==> config.mk <==
export PLATFORM = sky130hd
export DESIGN_NAME = l2_lru
export DESIGN_NICKNAME = d
export VERILOG_FILES = /design/src/l2_pkg.sv /design/src/l2_lru.sv
export SDC_FILE = /design/constraint.sdc
export NUM_CORES = 2
export LEC_CHECK = 0
export ABC_CLOCK_PERIOD_IN_PS = 5900
export BUFFER_PORTS_ARGS = -buffer_cell sky130_fd_sc_hd__buf_4
export CAP_MARGIN = 10
export CORE_MARGIN = 4
export CORE_UTILIZATION = 35
export DETAILED_ROUTE_END_ITERATION = 10
export SLEW_MARGIN = 20
export SYNTH_ARGS = -nofsm -noshare
export SYNTH_HDL_FRONTEND = slang
export SYNTH_SLANG_ARGS = --single-unit
==> constraint.sdc <==
create_clock -name clk -period 5.9 [get_ports clk]
set_input_delay 0.885 -clock clk [delete_from_list [all_inputs] [get_ports clk]]
set_output_delay 0.885 -clock clk [all_outputs]
set_load 0.01 [all_outputs]
==> src/l2_pkg.sv <==
package l2_pkg;

    // cache geometry
    localparam int tag_w    = 18;
    localparam int index_w  = 8;
    localparam int way_w    = 2;
    localparam int num_ways = 4;
    localparam int num_sets = 256;

    typedef logic [tag_w-1:0]   tag_t;
    typedef logic [index_w-1:0] index_t;
    typedef logic [way_w-1:0]   way_t;

    // 0 is most recently used, 3 least recently used
    typedef logic [way_w-1:0]   age_t;

    // request address, also the memory address
    typedef struct packed {
        tag_t   tag;
        index_t index;
    } cache_addr_t;

    typedef struct packed {
        tag_t tag;
        logic valid;
        logic dirty;
    } line_state_t;

    typedef line_state_t [num_ways-1:0] set_view_t;

    typedef age_t [num_ways-1:0] set_ages_t;

    typedef enum logic [1:0] {
        s_idle       = 2'b00,
        s_compare    = 2'b01,
        s_write_back = 2'b10,
        s_allocate   = 2'b11
    } ctrl_state_t;

    // way3 oldest after reset, so a fresh set fills from way 0
    localparam set_ages_t lru_reset_ages = {age_t'(3), age_t'(2), age_t'(1), age_t'(0)};

endpackage

==> src/l2_lru.sv <==
`timescale 1ns/1ps

module l2_lru (
    input  logic              clk,
    input  logic              nrst,
    input  l2_pkg::index_t    index,
    input  l2_pkg::way_t      way,
    input  logic              touch,
    output l2_pkg::set_ages_t ages
);
    import l2_pkg::*;

    set_ages_t           age_mem [num_sets];
    set_ages_t           cur_ages;
    set_ages_t           next_ages;
    logic [num_ways-1:0] age_seen;

    assign cur_ages = age_mem[index];
    assign ages     = cur_ages;

    // ways younger than the touched one age by one
    always_comb
    begin
        next_ages = cur_ages;
        for (int w = 0; w < num_ways; w++)
        begin
            if (way_t'(w) == way)
                next_ages[w] = '0;
            else if (cur_ages[w] < cur_ages[way])
                next_ages[w] = cur_ages[w] + age_t'(1);
        end
    end

    always_ff @(posedge clk or negedge nrst)
    begin
        if (!nrst)
        begin
            for (int s = 0; s < num_sets; s++)
                age_mem[s] <= lru_reset_ages;
        end
        else if (touch)
        begin
            age_mem[index] <= next_ages;
        end
    end

    // one flag per age value present in the set
    always_comb
    begin
        age_seen = '0;
        for (int w = 0; w < num_ways; w++)
            age_seen[cur_ages[w]] = 1'b1;
    end

    a_ages_perm: assert property (@(posedge clk) disable iff (!nrst)
        &age_seen)
        else $error("ages of set %0d are not a permutation", index);

endmodule

==> metrics.txt <==
Residual DRC=0; Setup-failing EPs final=0; pre-CTS setup slack=-166 ps; vias in the first global route=87.8k; Mapped Area=107000 µm²; #FFs+latches synth=2048; CP Launch Type=primary input; final period utilization=99.0%; Port Buffer Count=20; # IOs=21; fin crit period=5840 ps; Hold Path Origin=age_mem[229]$_DFFE_PN1P_; number of vias per cell=6.06; largest net degree at the start of global routing=194; Clk pwr share=44.3%; total number of vias=91.1k; chip width=560 µm; number of core rows=202; PwrDens=278 nW/µm²; Synth top cells by count=nand2_1, o21ai_0, a31oi_1; Syn Area/Cell=9.69 µm²; Sw Ratio=26.7%; HP Class=reg -> reg; TritonCTS buffer count=224; number of synthesized flops with an enable pin=0; Core Box Area=303000 µm²; hpwl dp=262 mm; WL final=400 mm; die height=560 µm; Crit Path Max Fanout=31; max reg flops=2048; Slew Limit Fails=0; Max Freq=171 MHz; share of layout cells above drive strength 1=23.5%; setup TNS=0 ps; CTS sink cnt=2048; Synth Instances=11.0k; Routed wire per std cell=26.6 µm; Setup CP Type=in -> out; Post-Synth Simple-Gate Area=15.1%; Area Overhead vs Synth=15.0%; Biggest register=age_mem; Finished Layout Cells=15.0k; root buf cell=clkbuf_16; routability congestion estimate from global placement=0.947; final net count=10.8k; Synth Area in Compound Gates=19.1%; maxcap violations=0; Yosys top cell by area=dfstp_2; worst r2r src=age_mem[933]$_DFFE_PN1P_; Comb pwr share=11.5%; ys async rst share=100%; first-pass GRT wire length=592 mm; status=finished, final reports clean; Synth warnings=0; Iteration-0 DRC Markers=11.1k; clock buffer depth=3; Synth top area share=25.2%; worst skew pair latency=930 ps; unrepaired setup endpoints after global routing=no; most frequent cell after synthesis=nand2_1; Starting Density=35.2%; multi-input logic area=50000 µm²; Internal=25.0 mW; overall power=34.2 mW; Post-Route Skew=71.6 ps; global route overflow=0; biggest regs=age_mem x2048; main flop type after synthesis=dfstp_2; H-tree depth=4; crit path capture type=output pin; FILL cells=28.8k; total global-route track usage=24.7%; largest family of logic cells by synthesized area=compound AO/OA/AOI/OAI gates; synth unique cells=51; Flop pwr share=44.2%; Slew @ Worst Pin=1270 ps; switching power=9.13 mW; DIE AREA=314000 µm²; Seq/Total Area, Yosys=49.2%; Rel. slew slack=15.3%; Post-Synth XOR/XNOR Area=0.0328%; initial antenna violation count=18; Final ANT Viol Nets=0; crit path launch=index[0]; adder-cell share of the synthesized area=0.0469%; Req. time, crit path=5020 ps; CTS tree=yes; Inst Count DP=14.6k; Synth Net Count=11.0k; FF+latch area=52500 µm²; Final Hold Viols=0; first drt pass iteration count=8; mux cell area share after synthesis=12.1%; clock transition at the registers of the reported paths=60 ps; Min Hold Slack=467 ps; peak supply drop=354 µV; Area contributors post-synth=dfstp_2, dfrtp_1, mux4_2; worst endpoint data arrival time=4950 ps; Leakage=47.3 nW; setup ws final=61.7 ps
layer usage:
layer	GRT usage, %	vias up	wire, µm
met2	35.9	4975	171000
met3	6.80	1072	44400
met5	0	-	74
li1	-	39370	-
met4	13.8	10	25200
met1	33.2	45674	159000
worst max-delay path: stages:
cell and delay (ps):
buf_8 320, buf_12 220, buf_12 300, buf_4 290
mux4_2 540, a22oi_1 280, a21oi_1 130, buf_4 200
o41ai_1 900, and4_4 410, buf_12 170, inv_1 60
buf_4 140
layout make-up:
type,instances,area share [%]
Sequential cell,2048,42.8
Clock inverter,87,1.05
Timing Repair Buffer,652,5.85
Clock buffer,342,5.45
Inverter,9,0.0316
Tap cell,3978,4.06
Antenna cell,16,0.0326
Multi-Input combinational cell,7891,40.7
kinds of logic (layout without fill, tap and decap cells):
family / after synthesis / after routing
simple gates: 3877 / 3877
mux: 686 / 686
fa+ha+maj: 4 / 4
flops: 2048 / 2048
buf+inv: 1066 / 1090
xor+xnor: 4 / 4
other cells: 0 / 16
compound gates: 3320 / 3320
cell usage in the layout (no fill, tap or decap), drive strengths merged, types with 5 or more instances in the layout:
master / instances
a21oi: 59
a22o: 6
a22oi: 163
a31oi: 1039
and2: 300
and3: 6
and4: 6
buf: 651
bufinv: 23
clkbuf: 342
clkinv: 56
dfrtp: 1024
dfstp: 1024
diode: 16
inv: 15
mux2i: 201
mux4: 484
nand2: 2394
nand2b: 9
nand3: 40
nand4: 38
nor2: 830
nor2b: 239
nor3: 6
o21ai: 1255
o31ai: 769
o41ai: 10
or2: 5
through the flow:
stage / cell area [µm²] / util [%]
2_1_floorplan: 107000 / -
6_report: 123000 / 40.5
5_1_grt: 123000 / 40.5
4_1_cts: 123000 / 40.4
3_3_place_gp: 115000 / 37.8
3_5_place_dp: 115000 / 37.8
path summary, 6_finish.rpt:
kind                       cells after the start  slack (ps)                  endpoint
setup / recovery                              13          60                   ages[2]
setup reg to reg                              16         840  age_mem[929]$_DFFE_PN0P_
hold reg to reg                                2         470  age_mem[229]$_DFFE_PN1P_
min in group asynchronous                      2         670  age_mem[953]$_DFFE_PN0P_
max in group asynchronous                      3        3590  age_mem[763]$_DFFE_PN0P_
hold / removal                                 2         470  age_mem[229]$_DFFE_PN1P_
power by group through the flow:
stage          Sequential, mW  Clock [mW]  Combinational (mW)
2_1_floorplan            15.2           0                2.10
3_3_place_gp             15.3           0                3.74
3_5_place_dp             15.3           0                3.82
4_1_cts                  15.1        15.3                3.83
5_1_grt                  15.2        15.9                4.14
6_report                 15.1        15.1                3.93
repair_timing:
item                                   in CTS  in global routing
hold buffers                                1                  0
endpoints found under the hold margin       6                  0
setup endpoints to repair                   0                  1
resized for setup                           0                  1
setup buffers                               0                  0
Power figures use the tool's default switching activity.
