==> config.mk <==
export PLATFORM = sky130hd
export DESIGN_NAME = l2_lookup
export DESIGN_NICKNAME = d
export VERILOG_FILES = /design/src/l2_pkg.sv /design/src/l2_lookup.sv
export SDC_FILE = /design/constraint.sdc
export NUM_CORES = 1
export LEC_CHECK = 0
export BUFFER_PORTS_ARGS = -buffer_cell sky130_fd_sc_hd__buf_4
export CAP_MARGIN = 20
export CORE_ASPECT_RATIO = 0.9
export CORE_UTILIZATION = 45
export DETAILED_ROUTE_END_ITERATION = 7
export PLACE_DENSITY = 0.92
export SYNTH_ARGS = -nofsm -noshare
export SYNTH_HDL_FRONTEND = slang
export SYNTH_SLANG_ARGS = --single-unit
==> constraint.sdc <==
create_clock -name vclk -period 3.1
set_input_delay 0.31 -clock vclk [all_inputs]
set_output_delay 0.31 -clock vclk [all_outputs]
set_load 0.05 [all_outputs]
==> src/l2_pkg.sv <==
package l2_pkg;

    // cache geometry
    localparam int tag_w    = 18;
    localparam int index_w  = 8;
    localparam int way_w    = 2;
    localparam int num_ways = 4;
    localparam int num_sets = 256;

    typedef logic [tag_w-1:0]   tag_t;
    typedef logic [index_w-1:0] index_t;
    typedef logic [way_w-1:0]   way_t;

    // 0 is most recently used, 3 least recently used
    typedef logic [way_w-1:0]   age_t;

    // request address, also the memory address
    typedef struct packed {
        tag_t   tag;
        index_t index;
    } cache_addr_t;

    typedef struct packed {
        tag_t tag;
        logic valid;
        logic dirty;
    } line_state_t;

    typedef line_state_t [num_ways-1:0] set_view_t;

    typedef age_t [num_ways-1:0] set_ages_t;

    typedef enum logic [1:0] {
        s_idle       = 2'b00,
        s_compare    = 2'b01,
        s_write_back = 2'b10,
        s_allocate   = 2'b11
    } ctrl_state_t;

    // way3 oldest after reset, so a fresh set fills from way 0
    localparam set_ages_t lru_reset_ages = {age_t'(3), age_t'(2), age_t'(1), age_t'(0)};

endpackage

==> src/l2_lookup.sv <==
`timescale 1ns/1ps

module l2_lookup (
    input  l2_pkg::tag_t      tag,
    input  l2_pkg::set_view_t set_view,
    input  l2_pkg::set_ages_t ages,
    output logic              hit,
    output l2_pkg::way_t      hit_way,
    output l2_pkg::way_t      victim_way,
    output logic              victim_dirty,
    output l2_pkg::tag_t      victim_tag
);
    import l2_pkg::*;

    logic any_invalid;
    way_t invalid_way;
    way_t lru_way;

    // tag compare against valid ways
    always_comb
    begin
        hit     = 1'b0;
        hit_way = '0;
        for (int w = 0; w < num_ways; w++)
        begin
            if (set_view[w].valid && (set_view[w].tag == tag))
            begin
                hit     = 1'b1;
                hit_way = way_t'(w);
            end
        end
    end

    // downward scan so the lowest invalid way is kept
    always_comb
    begin
        any_invalid = 1'b0;
        invalid_way = '0;
        lru_way     = '0;
        for (int w = num_ways - 1; w >= 0; w--)
        begin
            if (!set_view[w].valid)
            begin
                any_invalid = 1'b1;
                invalid_way = way_t'(w);
            end
            if (ages[w] == age_t'(num_ways - 1))
                lru_way = way_t'(w);
        end
    end

    // an empty way beats the oldest one
    assign victim_way   = any_invalid ? invalid_way : lru_way;
    assign victim_dirty = set_view[victim_way].valid && set_view[victim_way].dirty;
    assign victim_tag   = set_view[victim_way].tag;

endmodule

==> results.py <==
metrics = {
    "power_and_ir_drop": {
        "power.switching_uw": 268,
        "p_seq_frac": 0,
        "irDropWorstVdd_uv": 98.9,
        "power_density_nw_per_um2": 197,
        "combPwrFrac": 1.000,
        "power.leakage_uw": 0.00104,
        "p_int_uw": 234,
        "p_clk_frac": 0,
        "swShare": 0.534,
    },
    "layout": {
        "seq_cell_count": 0,
        "fin_nets": 422,
        "stdcell_area_um2": 2550,
        "syn2layout_area_growth_pct": 57.6,
        "nClkBuffers": 0,
        "seq_area_um2": 0,
        "multi_input_area_um2": 1490,
        "fillers": 267,
        "diodes": 0,
        "fin_util": 0.749,
        "drive_above_1_share": 0.471,
    },
    "timing": {
        "worst_pin_slew_ns": 0.596,
        "post-route-min-period_ns": 2.44,
        "finalCritPeriodShare": 0.786,
        "rsz0062_at_grt": "no",
        "hold_viol": 0,
        "slew_violations": 0,
        "fin_ws_ns": 0.662,
        "setup_viol": 0,
        "relSlewSlack": 0.603,
        "max_freq_mhz": 410,
        "finalSetupTns_ns": 0,
    },
    "floorplanning": {
        "ioPinCount": 130,
        "rows": 20,
        "die_area_um2": 3840,
        "chipWidth_um": 65.2,
        "core_area_um2": 3400,
        "initial_core_util": 0.475,
        "chipHeight_um": 58.9,
    },
    "outcome": {
        "status": "complete, no violations",
    },
    "synth": {
        "synth_area_leader_cell": "xnor2_1",
        "yosysUniqueCellTypes": 30,
        "synth_top_area_share": 0.390,
        "synth.avg_cell_area_um2": 7.78,
        "synth_area_um2": 1620,
        "synth_area_leaders": "xnor2_1, a221o_1, nand4_1, and2_1, o221a_1",
        "synth_warnings": 0,
        "ys_seq_area_frac": 0,
        "synth_fp_nets": 314,
        "syn_inst": 208,
    },
    "detailed_routing": {
        "drt_iter0_markers": 123,
        "drt_pass1_iterations": 4,
        "route.antenna.remaining_nets": 0,
        "wl_per_cell_um": 17.1,
        "drc": 0,
        "num_vias": 2077,
        "wl_um": 6130,
        "avgViaCountPerCell": 5.80,
    },
    "place": {
        "place_area_um2": 2550,
        "dp_slack_ns": 0.678,
        "gp_congestion": 0.869,
        "portBuffers": 130,
        "hpwl_um": 5040,
    },
    "global_routing": {
        "grtUsageTotal": 0.302,
        "use_met1": 0.359,
        "top_usage_layer": "met2",
        "grt_pass1_wl_um": 9000,
        "grt_max_degree": 24,
        "antenna_found_initial": 0,
        "overflow": 0,
        "grt_util_met3": 0.0349,
        "grt_util_met2": 0.577,
        "grt_pass1_vias": 1965,
    },
    "setup_path": {
        "cp_max_fo": 11,
        "cp.required_ns": 2.79,
        "critPathArrivalTime_ns": 2.13,
        "crit_type": "in2out",
        "crit_path_end_kind": "primary output",
        "startpoint_type": "input port",
    },
    "clock_network": {
        "postCtsSetupBuffers": 0,
        "holdBufCountCts": 0,
        "cts_resized": 0,
    },
    "worst_hold_path": {
        "min_from": "set_view[21]",
        "hold_end": "victim_way[0]",
        "hp-class": "in2out",
        "hold_depth": 3,
    },
    "job": {
        "drv_cap": 0,
    },
}
[critical path: stages]
cell      delay, ns
buf_4          0.11
a22o_1         0.23
a31oi_2        0.27
nand3b_1       0.44
buf_4          0.27
a221oi_1       0.06
nor4_1         0.19
buf_4          0.25
[placed cells by master, fill, tap and decap left out]
| cell type | count |
|---|---|
| a21oi_1 | 1 |
| o21ai_1 | 1 |
| a22o_1 | 1 |
| and4_1 | 1 |
| a31oi_4 | 1 |
| a221o_1 | 18 |
| nand3b_1 | 1 |
| nand2_1 | 6 |
| xnor2_1 | 72 |
| or3_1 | 1 |
| nor2_1 | 1 |
| buf_4 | 133 |
| nand4_1 | 22 |
| nand2_2 | 1 |
| nand3_2 | 1 |
| o211ai_2 | 1 |
| a31oi_2 | 1 |
| inv_1 | 2 |
| o221a_1 | 10 |
| nor4_1 | 5 |
| nand2_4 | 1 |
| and3b_1 | 1 |
| o21a_1 | 1 |
| o221a_2 | 8 |
| and2_1 | 21 |
| a221oi_1 | 1 |
| o21ai_2 | 1 |
[routing by layer]
| layer | share of wire | up-vias | routed length (um) |
|---|---|---|---|
| li1 | - | 993 | - |
| met1 | 0.38 | 953 | 2350 |
| met2 | 0.51 | 119 | 3120 |
| met3 | 0.092 | 12 | 564 |
| met4 | 0.016 | 0 | 98 |
| met5 | 0 | - | 0 |
[logic make-up after synthesis]
group / Yosys count / synth area share
xor+xnor: 72 / 0.390
compound gates: 45 / 0.292
simple gates: 62 / 0.238
buf+inv: 29 / 0.0797
[Yosys cell counts, drive strengths merged (2+ instances only)]
cell type / count
o21ai: 2
nand2: 8
buf: 7
xnor2: 72
nor4: 5
and2: 21
a221o: 18
o221a: 18
inv: 2
clkbuf: 20
nand4: 22
a31oi: 2
[how the worst max path moves through the flow]
stage / startpoint / to / slack (ns)
after floorplan: ages[4] / victim_dirty / 0.13
after global placement: ages[4] / victim_dirty / 0.67
after detailed placement: ages[4] / victim_dirty / 0.68
after CTS: ages[4] / victim_dirty / 0.67
after global routing: ages[4] / victim_dirty / 0.51
final: ages[4] / victim_dirty / 0.66
[power by group through the flow]
stage               registers, uW  logic, uW  clock network (uW)
detailed placement              0        498                   0
CTS                             0        499                   0
global placement                0        492                   0
floorplan                       0        297                   0
finish                          0        502                   0
global route                    0        527                   0
[layout make-up]
cell class | instances | share of cell area
tap | 44 | 0.0216
timing repair buffer | 133 | 0.392
inverter | 2 | 0.00294
multi-input combinational | 179 | 0.584
[stage by stage]
| step | std cells | hold WS, ns | total power, uW |
|---|---|---|---|
| 3_3_place_gp | 358 | 1.00 | 492 |
| 5_1_grt | 358 | 1.02 | 527 |
| 4_1_cts | 358 | 1.00 | 499 |
| 3_5_place_dp | 358 | 1.00 | 498 |
| 6_report | 358 | 1.01 | 502 |
| 2_1_floorplan | 208 | 0.864 | 297 |
No activity file was read; power rests on OpenSTA's default activity.
