$ cat config.mk
export PLATFORM = sky130hd
export DESIGN_NAME = l2_ctrl_fsm
export DESIGN_NICKNAME = d
export VERILOG_FILES = /design/src/l2_pkg.sv /design/src/l2_ctrl_fsm.sv
export SDC_FILE = /design/constraint.sdc
export NUM_CORES = 1
export LEC_CHECK = 0
export BUFFER_PORTS_ARGS = -buffer_cell sky130_fd_sc_hd__clkbuf_2
export CAP_MARGIN = 5
export CORE_AREA = 10 10 47 49
export DETAILED_ROUTE_END_ITERATION = 10
export DIE_AREA = 0 0 57 59
export GPL_TIMING_DRIVEN = 0
export REMOVE_ABC_BUFFERS = 1
export SLEW_MARGIN = 20
export SYNTH_ARGS = -nofsm -noshare
export SYNTH_HDL_FRONTEND = slang
export SYNTH_SLANG_ARGS = --single-unit
$ cat constraint.sdc
create_clock -name clk -period 1.73 [get_ports clk]
set_input_delay 0.0865 -clock clk [delete_from_list [all_inputs] [get_ports clk]]
set_output_delay 0.0865 -clock clk [all_outputs]
set_load 0.01 [all_outputs]
$ cat src/l2_pkg.sv
package l2_pkg;

    // cache geometry
    localparam int tag_w    = 18;
    localparam int index_w  = 8;
    localparam int way_w    = 2;
    localparam int num_ways = 4;
    localparam int num_sets = 256;

    typedef logic [tag_w-1:0]   tag_t;
    typedef logic [index_w-1:0] index_t;
    typedef logic [way_w-1:0]   way_t;

    // 0 is most recently used, 3 least recently used
    typedef logic [way_w-1:0]   age_t;

    // request address, also the memory address
    typedef struct packed {
        tag_t   tag;
        index_t index;
    } cache_addr_t;

    typedef struct packed {
        tag_t tag;
        logic valid;
        logic dirty;
    } line_state_t;

    typedef line_state_t [num_ways-1:0] set_view_t;

    typedef age_t [num_ways-1:0] set_ages_t;

    typedef enum logic [1:0] {
        s_idle       = 2'b00,
        s_compare    = 2'b01,
        s_write_back = 2'b10,
        s_allocate   = 2'b11
    } ctrl_state_t;

    // way3 oldest after reset, so a fresh set fills from way 0
    localparam set_ages_t lru_reset_ages = {age_t'(3), age_t'(2), age_t'(1), age_t'(0)};

endpackage

$ cat src/l2_ctrl_fsm.sv
`timescale 1ns/1ps

module l2_ctrl_fsm (
    input  logic         clk,
    input  logic         nrst,
    input  logic         read_l1,
    input  logic         write_l1,
    input  logic         flush,
    input  logic         ready_mem,
    input  logic         hit,
    input  logic         victim_dirty,
    input  l2_pkg::way_t hit_way,
    input  l2_pkg::way_t victim_way,
    output logic         ready_l1,
    output logic         update,
    output logic         refill,
    output logic         read_mem,
    output logic         write_mem,
    output logic         alloc,
    output logic         mark_dirty,
    output logic         touch,
    output logic         flush_all,
    output l2_pkg::way_t way
);
    import l2_pkg::*;

    ctrl_state_t state;
    ctrl_state_t next_state;
    logic        accept;
    logic        fill_done;

    // no new request while the previous ready is still showing
    assign accept    = (state == s_idle) && !flush && (read_l1 || write_l1) && !ready_l1;
    assign fill_done = (state == s_allocate) && ready_mem;

    // storage strokes act on the edge that leaves the state
    assign flush_all  = (state == s_idle) && flush;
    assign touch      = (state == s_compare) && hit;
    assign mark_dirty = touch && write_l1;
    assign alloc      = fill_done;

    always_comb
    begin
        next_state = state;
        case (state)
            s_idle:
                if (accept)
                    next_state = s_compare;
            s_compare:
                if (hit)
                    next_state = s_idle;
                else if (victim_dirty)
                    next_state = s_write_back;
                else
                    next_state = s_allocate;
            s_write_back:
                if (ready_mem)
                    next_state = s_allocate;
            s_allocate:
                if (ready_mem)
                    next_state = s_compare;
            default:
                next_state = s_idle;
        endcase
    end

    always_ff @(posedge clk or negedge nrst)
    begin
        if (!nrst)
        begin
            state     <= s_idle;
            ready_l1  <= 1'b0;
            update    <= 1'b0;
            refill    <= 1'b0;
            read_mem  <= 1'b0;
            write_mem <= 1'b0;
        end
        else
        begin
            state     <= next_state;
            ready_l1  <= touch;
            update    <= mark_dirty;
            refill    <= fill_done;
            // strobes drop on the edge that samples ready_mem
            read_mem  <= (state == s_allocate) && !ready_mem;
            write_mem <= (state == s_write_back) && !ready_mem;
        end
    end

    // after a fill the victim is the way just installed
    always_ff @(posedge clk or negedge nrst)
    begin
        if (!nrst)
            way <= '0;
        else if (accept || fill_done)
            way <= hit ? hit_way : victim_way;
    end

    a_mem_excl: assert property (@(posedge clk) disable iff (!nrst)
        !(read_mem && write_mem))
        else $error("read_mem and write_mem high together");

    a_ready_pulse: assert property (@(posedge clk) disable iff (!nrst)
        ready_l1 |=> !ready_l1)
        else $error("ready_l1 held for two cycles");

endmodule

==> impl_metrics.json <==
{
  "crit_type": "reg -> reg",
  "p_per_area_nw_per_um2": 1370,
  "slew_headroom": 0.834,
  "fmax_ghz": 0.684,
  "maxCapViolations": 0,
  "finish.net_count": 82,
  "irDropWorstVdd_v": 0.000523,
  "grt_max_degree": 10,
  "vias": 349,
  "post_cts_buffers": 0,
  "areaGrowthSynthToFinish_pct": 37.6,
  "die_w_um": 57,
  "die_h_um": 59,
  "hold_viol_final": 0,
  "clkLatencyLatePin_ps": 270,
  "ioPinCount": 23,
  "antenna_found_initial": 0,
  "num_rows": 14,
  "drt-total-wl_mm": 1.02,
  "synth_area_leader_cell": "dfrtp_1",
  "hold_start": "ready_mem",
  "yosys-top-cells-count": "dfrtp_1, ha_1, inv_1, mux2_2",
  "wl_per_cell_um": 12.5,
  "fin_skew_ps": 0.534,
  "synth_top_area_frac": 0.508,
  "grt_pass1_vias": 395,
  "synth_seq_cells": 9,
  "maxSlewViolCount": 0,
  "cts_tree": "yes",
  "synthDistinctLibCells": 14,
  "setup_viol": 0,
  "die_area_um2": 3360,
  "r2r_slack_ps": 270,
  "period_share": 0.845,
  "numPortBuffers": 22,
  "cp_max_fo": 3,
  "core_area_um2": 1400,
  "gp_congestion": 0.736,
  "ctsHtreeMaxLevel": 1,
  "register_area_um2": 225,
  "dr.pass1.iters": 3,
  "synth_cells": 38,
  "reg2reg_depth": 4,
  "setup_ws_ps": 269,
  "yosysMostFrequentCell": "dfrtp_1",
  "holdBufCountCts": 1,
  "yosys_warnings": 0,
  "avgSynthCellArea_um2": 11.7,
  "n_antenna_cell": 0,
  "min_to": "read_mem$_DFF_PN0_",
  "critPathSlowestCell": "dfrtp_1",
  "placed_area_um2": 573,
  "drt_iter0_markers": 10,
  "cts.sinks": 9,
  "worstPathCellList": "ha_1 > and2_1 > a21oi_1 > mux2_2",
  "cpLargestDelayFamily": "flip-flops",
  "synth_edf_count": 0,
  "period_needed_ps": 1460,
  "critPathBufInv": 0,
  "outcome": "finished, final reports clean",
  "r2r-end": "way[0]$_DFFE_PN0P_",
  "holdCritPathClass": "in -> reg",
  "synth_area_um2": 443,
  "ys.flop_type": "dfrtp_1",
  "p_leak_nw": 0.338,
  "hold_depth": 2,
  "drive_gt1_frac": 0.462,
  "rr_startpoint": "state[0]$_DFFE_PN0P_",
  "cts.path.max_buffers": 2,
  "ys_top_cells_by_area": "dfrtp_1, ha_1, mux2_2",
  "drc_errors": 0,
  "fin_util": 0.435,
  "via_per_inst": 4.31,
  "finalPower_mw": 0.835,
  "cts_made_buffers": 3,
  "path_clk_slew_ps": 60,
  "dp_hpwl_um": 848,
  "crit_arrival_ps": 1610,
  "crit_path_end_kind": "register",
  "synth_seq_area_share": 0.508,
  "rsz0062_at_grt": "no",
  "multi_input_area_um2": 203,
  "fill_cells": 149,
  "grt_util_all_layers": 0.0638,
  "setup_tns_ps": 0,
  "design_area_um2": 609,
  "start_util": 0.316,
  "grt_pass1_wl_mm": 1.68,
  "required_ps": 1880,
  "cpPeakStageDelay_ps": 410,
  "clock-root-buffer": "clkbuf_4",
  "startpoint_type": "register",
  "worstMarginPinSlew_ps": 247,
  "async_reset_ff_frac": 1.00,
  "gr-total-overflow": 0,
  "antenna_left": 0,
  "pre_cts_slack_ps": 254,
  "cts_resized": 0
}
==> per-layer routing <==
layer / up-vias / GRT usage / wire length [um]
met3: 2 / 0.0322 / 80
met2: 12 / 0.0992 / 514
met4: 0 / 0.0503 / 21
li1: 179 / - / -
met1: 156 / 0.0636 / 399
met5: - / 0 / 0
==> stage by stage <==
stage,hold WS (ps),instances
2_1_floorplan,-209,38
3_3_place_gp,-47.7,76
3_5_place_dp,-44.0,76
4_1_cts,4.16,81
5_1_grt,36.0,81
6_report,5.08,81
==> logic make-up (layout without fill, tap and decap cells) <==
family / Yosys count / after routing / share of synthesized area
AO/OA/AOI/OAI: 4 / 4 / 0.0452
adder cells (fa/ha/maj): 4 / 4 / 0.113
multiplexers: 6 / 6 / 0.147
flip-flops: 9 / 9 / 0.508
buffers and inverters: 4 / 31 / 0.0339
AND/OR/NAND/NOR: 11 / 11 / 0.153
==> flip-flops by register name (all words and copies together) (netlist names) <==
register   cells
state          2
way            2
read_mem       1
update         1
write_mem      1
ready_l1       1
refill         1
==> how the worst max path moves through the flow <==
stage,slack [ps],cells past startpoint,endpoint,startpoint
after floorplan,340,4,way[0]$_DFFE_PN0P_,state[0]$_DFFE_PN0P_
after global placement,250,4,way[1]$_DFFE_PN0P_,state[0]$_DFFE_PN0P_
after detailed placement,250,4,way[1]$_DFFE_PN0P_,state[0]$_DFFE_PN0P_
after CTS,250,4,way[0]$_DFFE_PN0P_,state[0]$_DFFE_PN0P_
after global routing,160,4,way[0]$_DFFE_PN0P_,state[0]$_DFFE_PN0P_
final,270,4,way[0]$_DFFE_PN0P_,state[0]$_DFFE_PN0P_
==> layout make-up <==
type,instances,area share
Clock buffer,4,0.0431
Tap cell,16,0.0329
Timing Repair Buffer,23,0.197
Multi-Input combinational cell,25,0.333
Inverter,4,0.0246
Sequential cell,9,0.370
==> layout by cell type (no fill, tap or decap), drive strengths merged, types with 3 or more instances in the layout <==
cell and instances:
and2 3, clkbuf 26, dfrtp 9, ha 4
inv 4, mux2 4, nor2b 3
==> where the power goes <==
| group | internal (mW) | switching, mW | leakage, nW | total, mW |
|---|---|---|---|---|
| Clock | 0.0893 | 0.0814 | 0.0150 | 0.171 |
| Sequential | 0.274 | 0.0349 | 0.116 | 0.309 |
| Combinational | 0.171 | 0.183 | 0.207 | 0.355 |
Note: power is estimated with default switching activity, not from simulation.
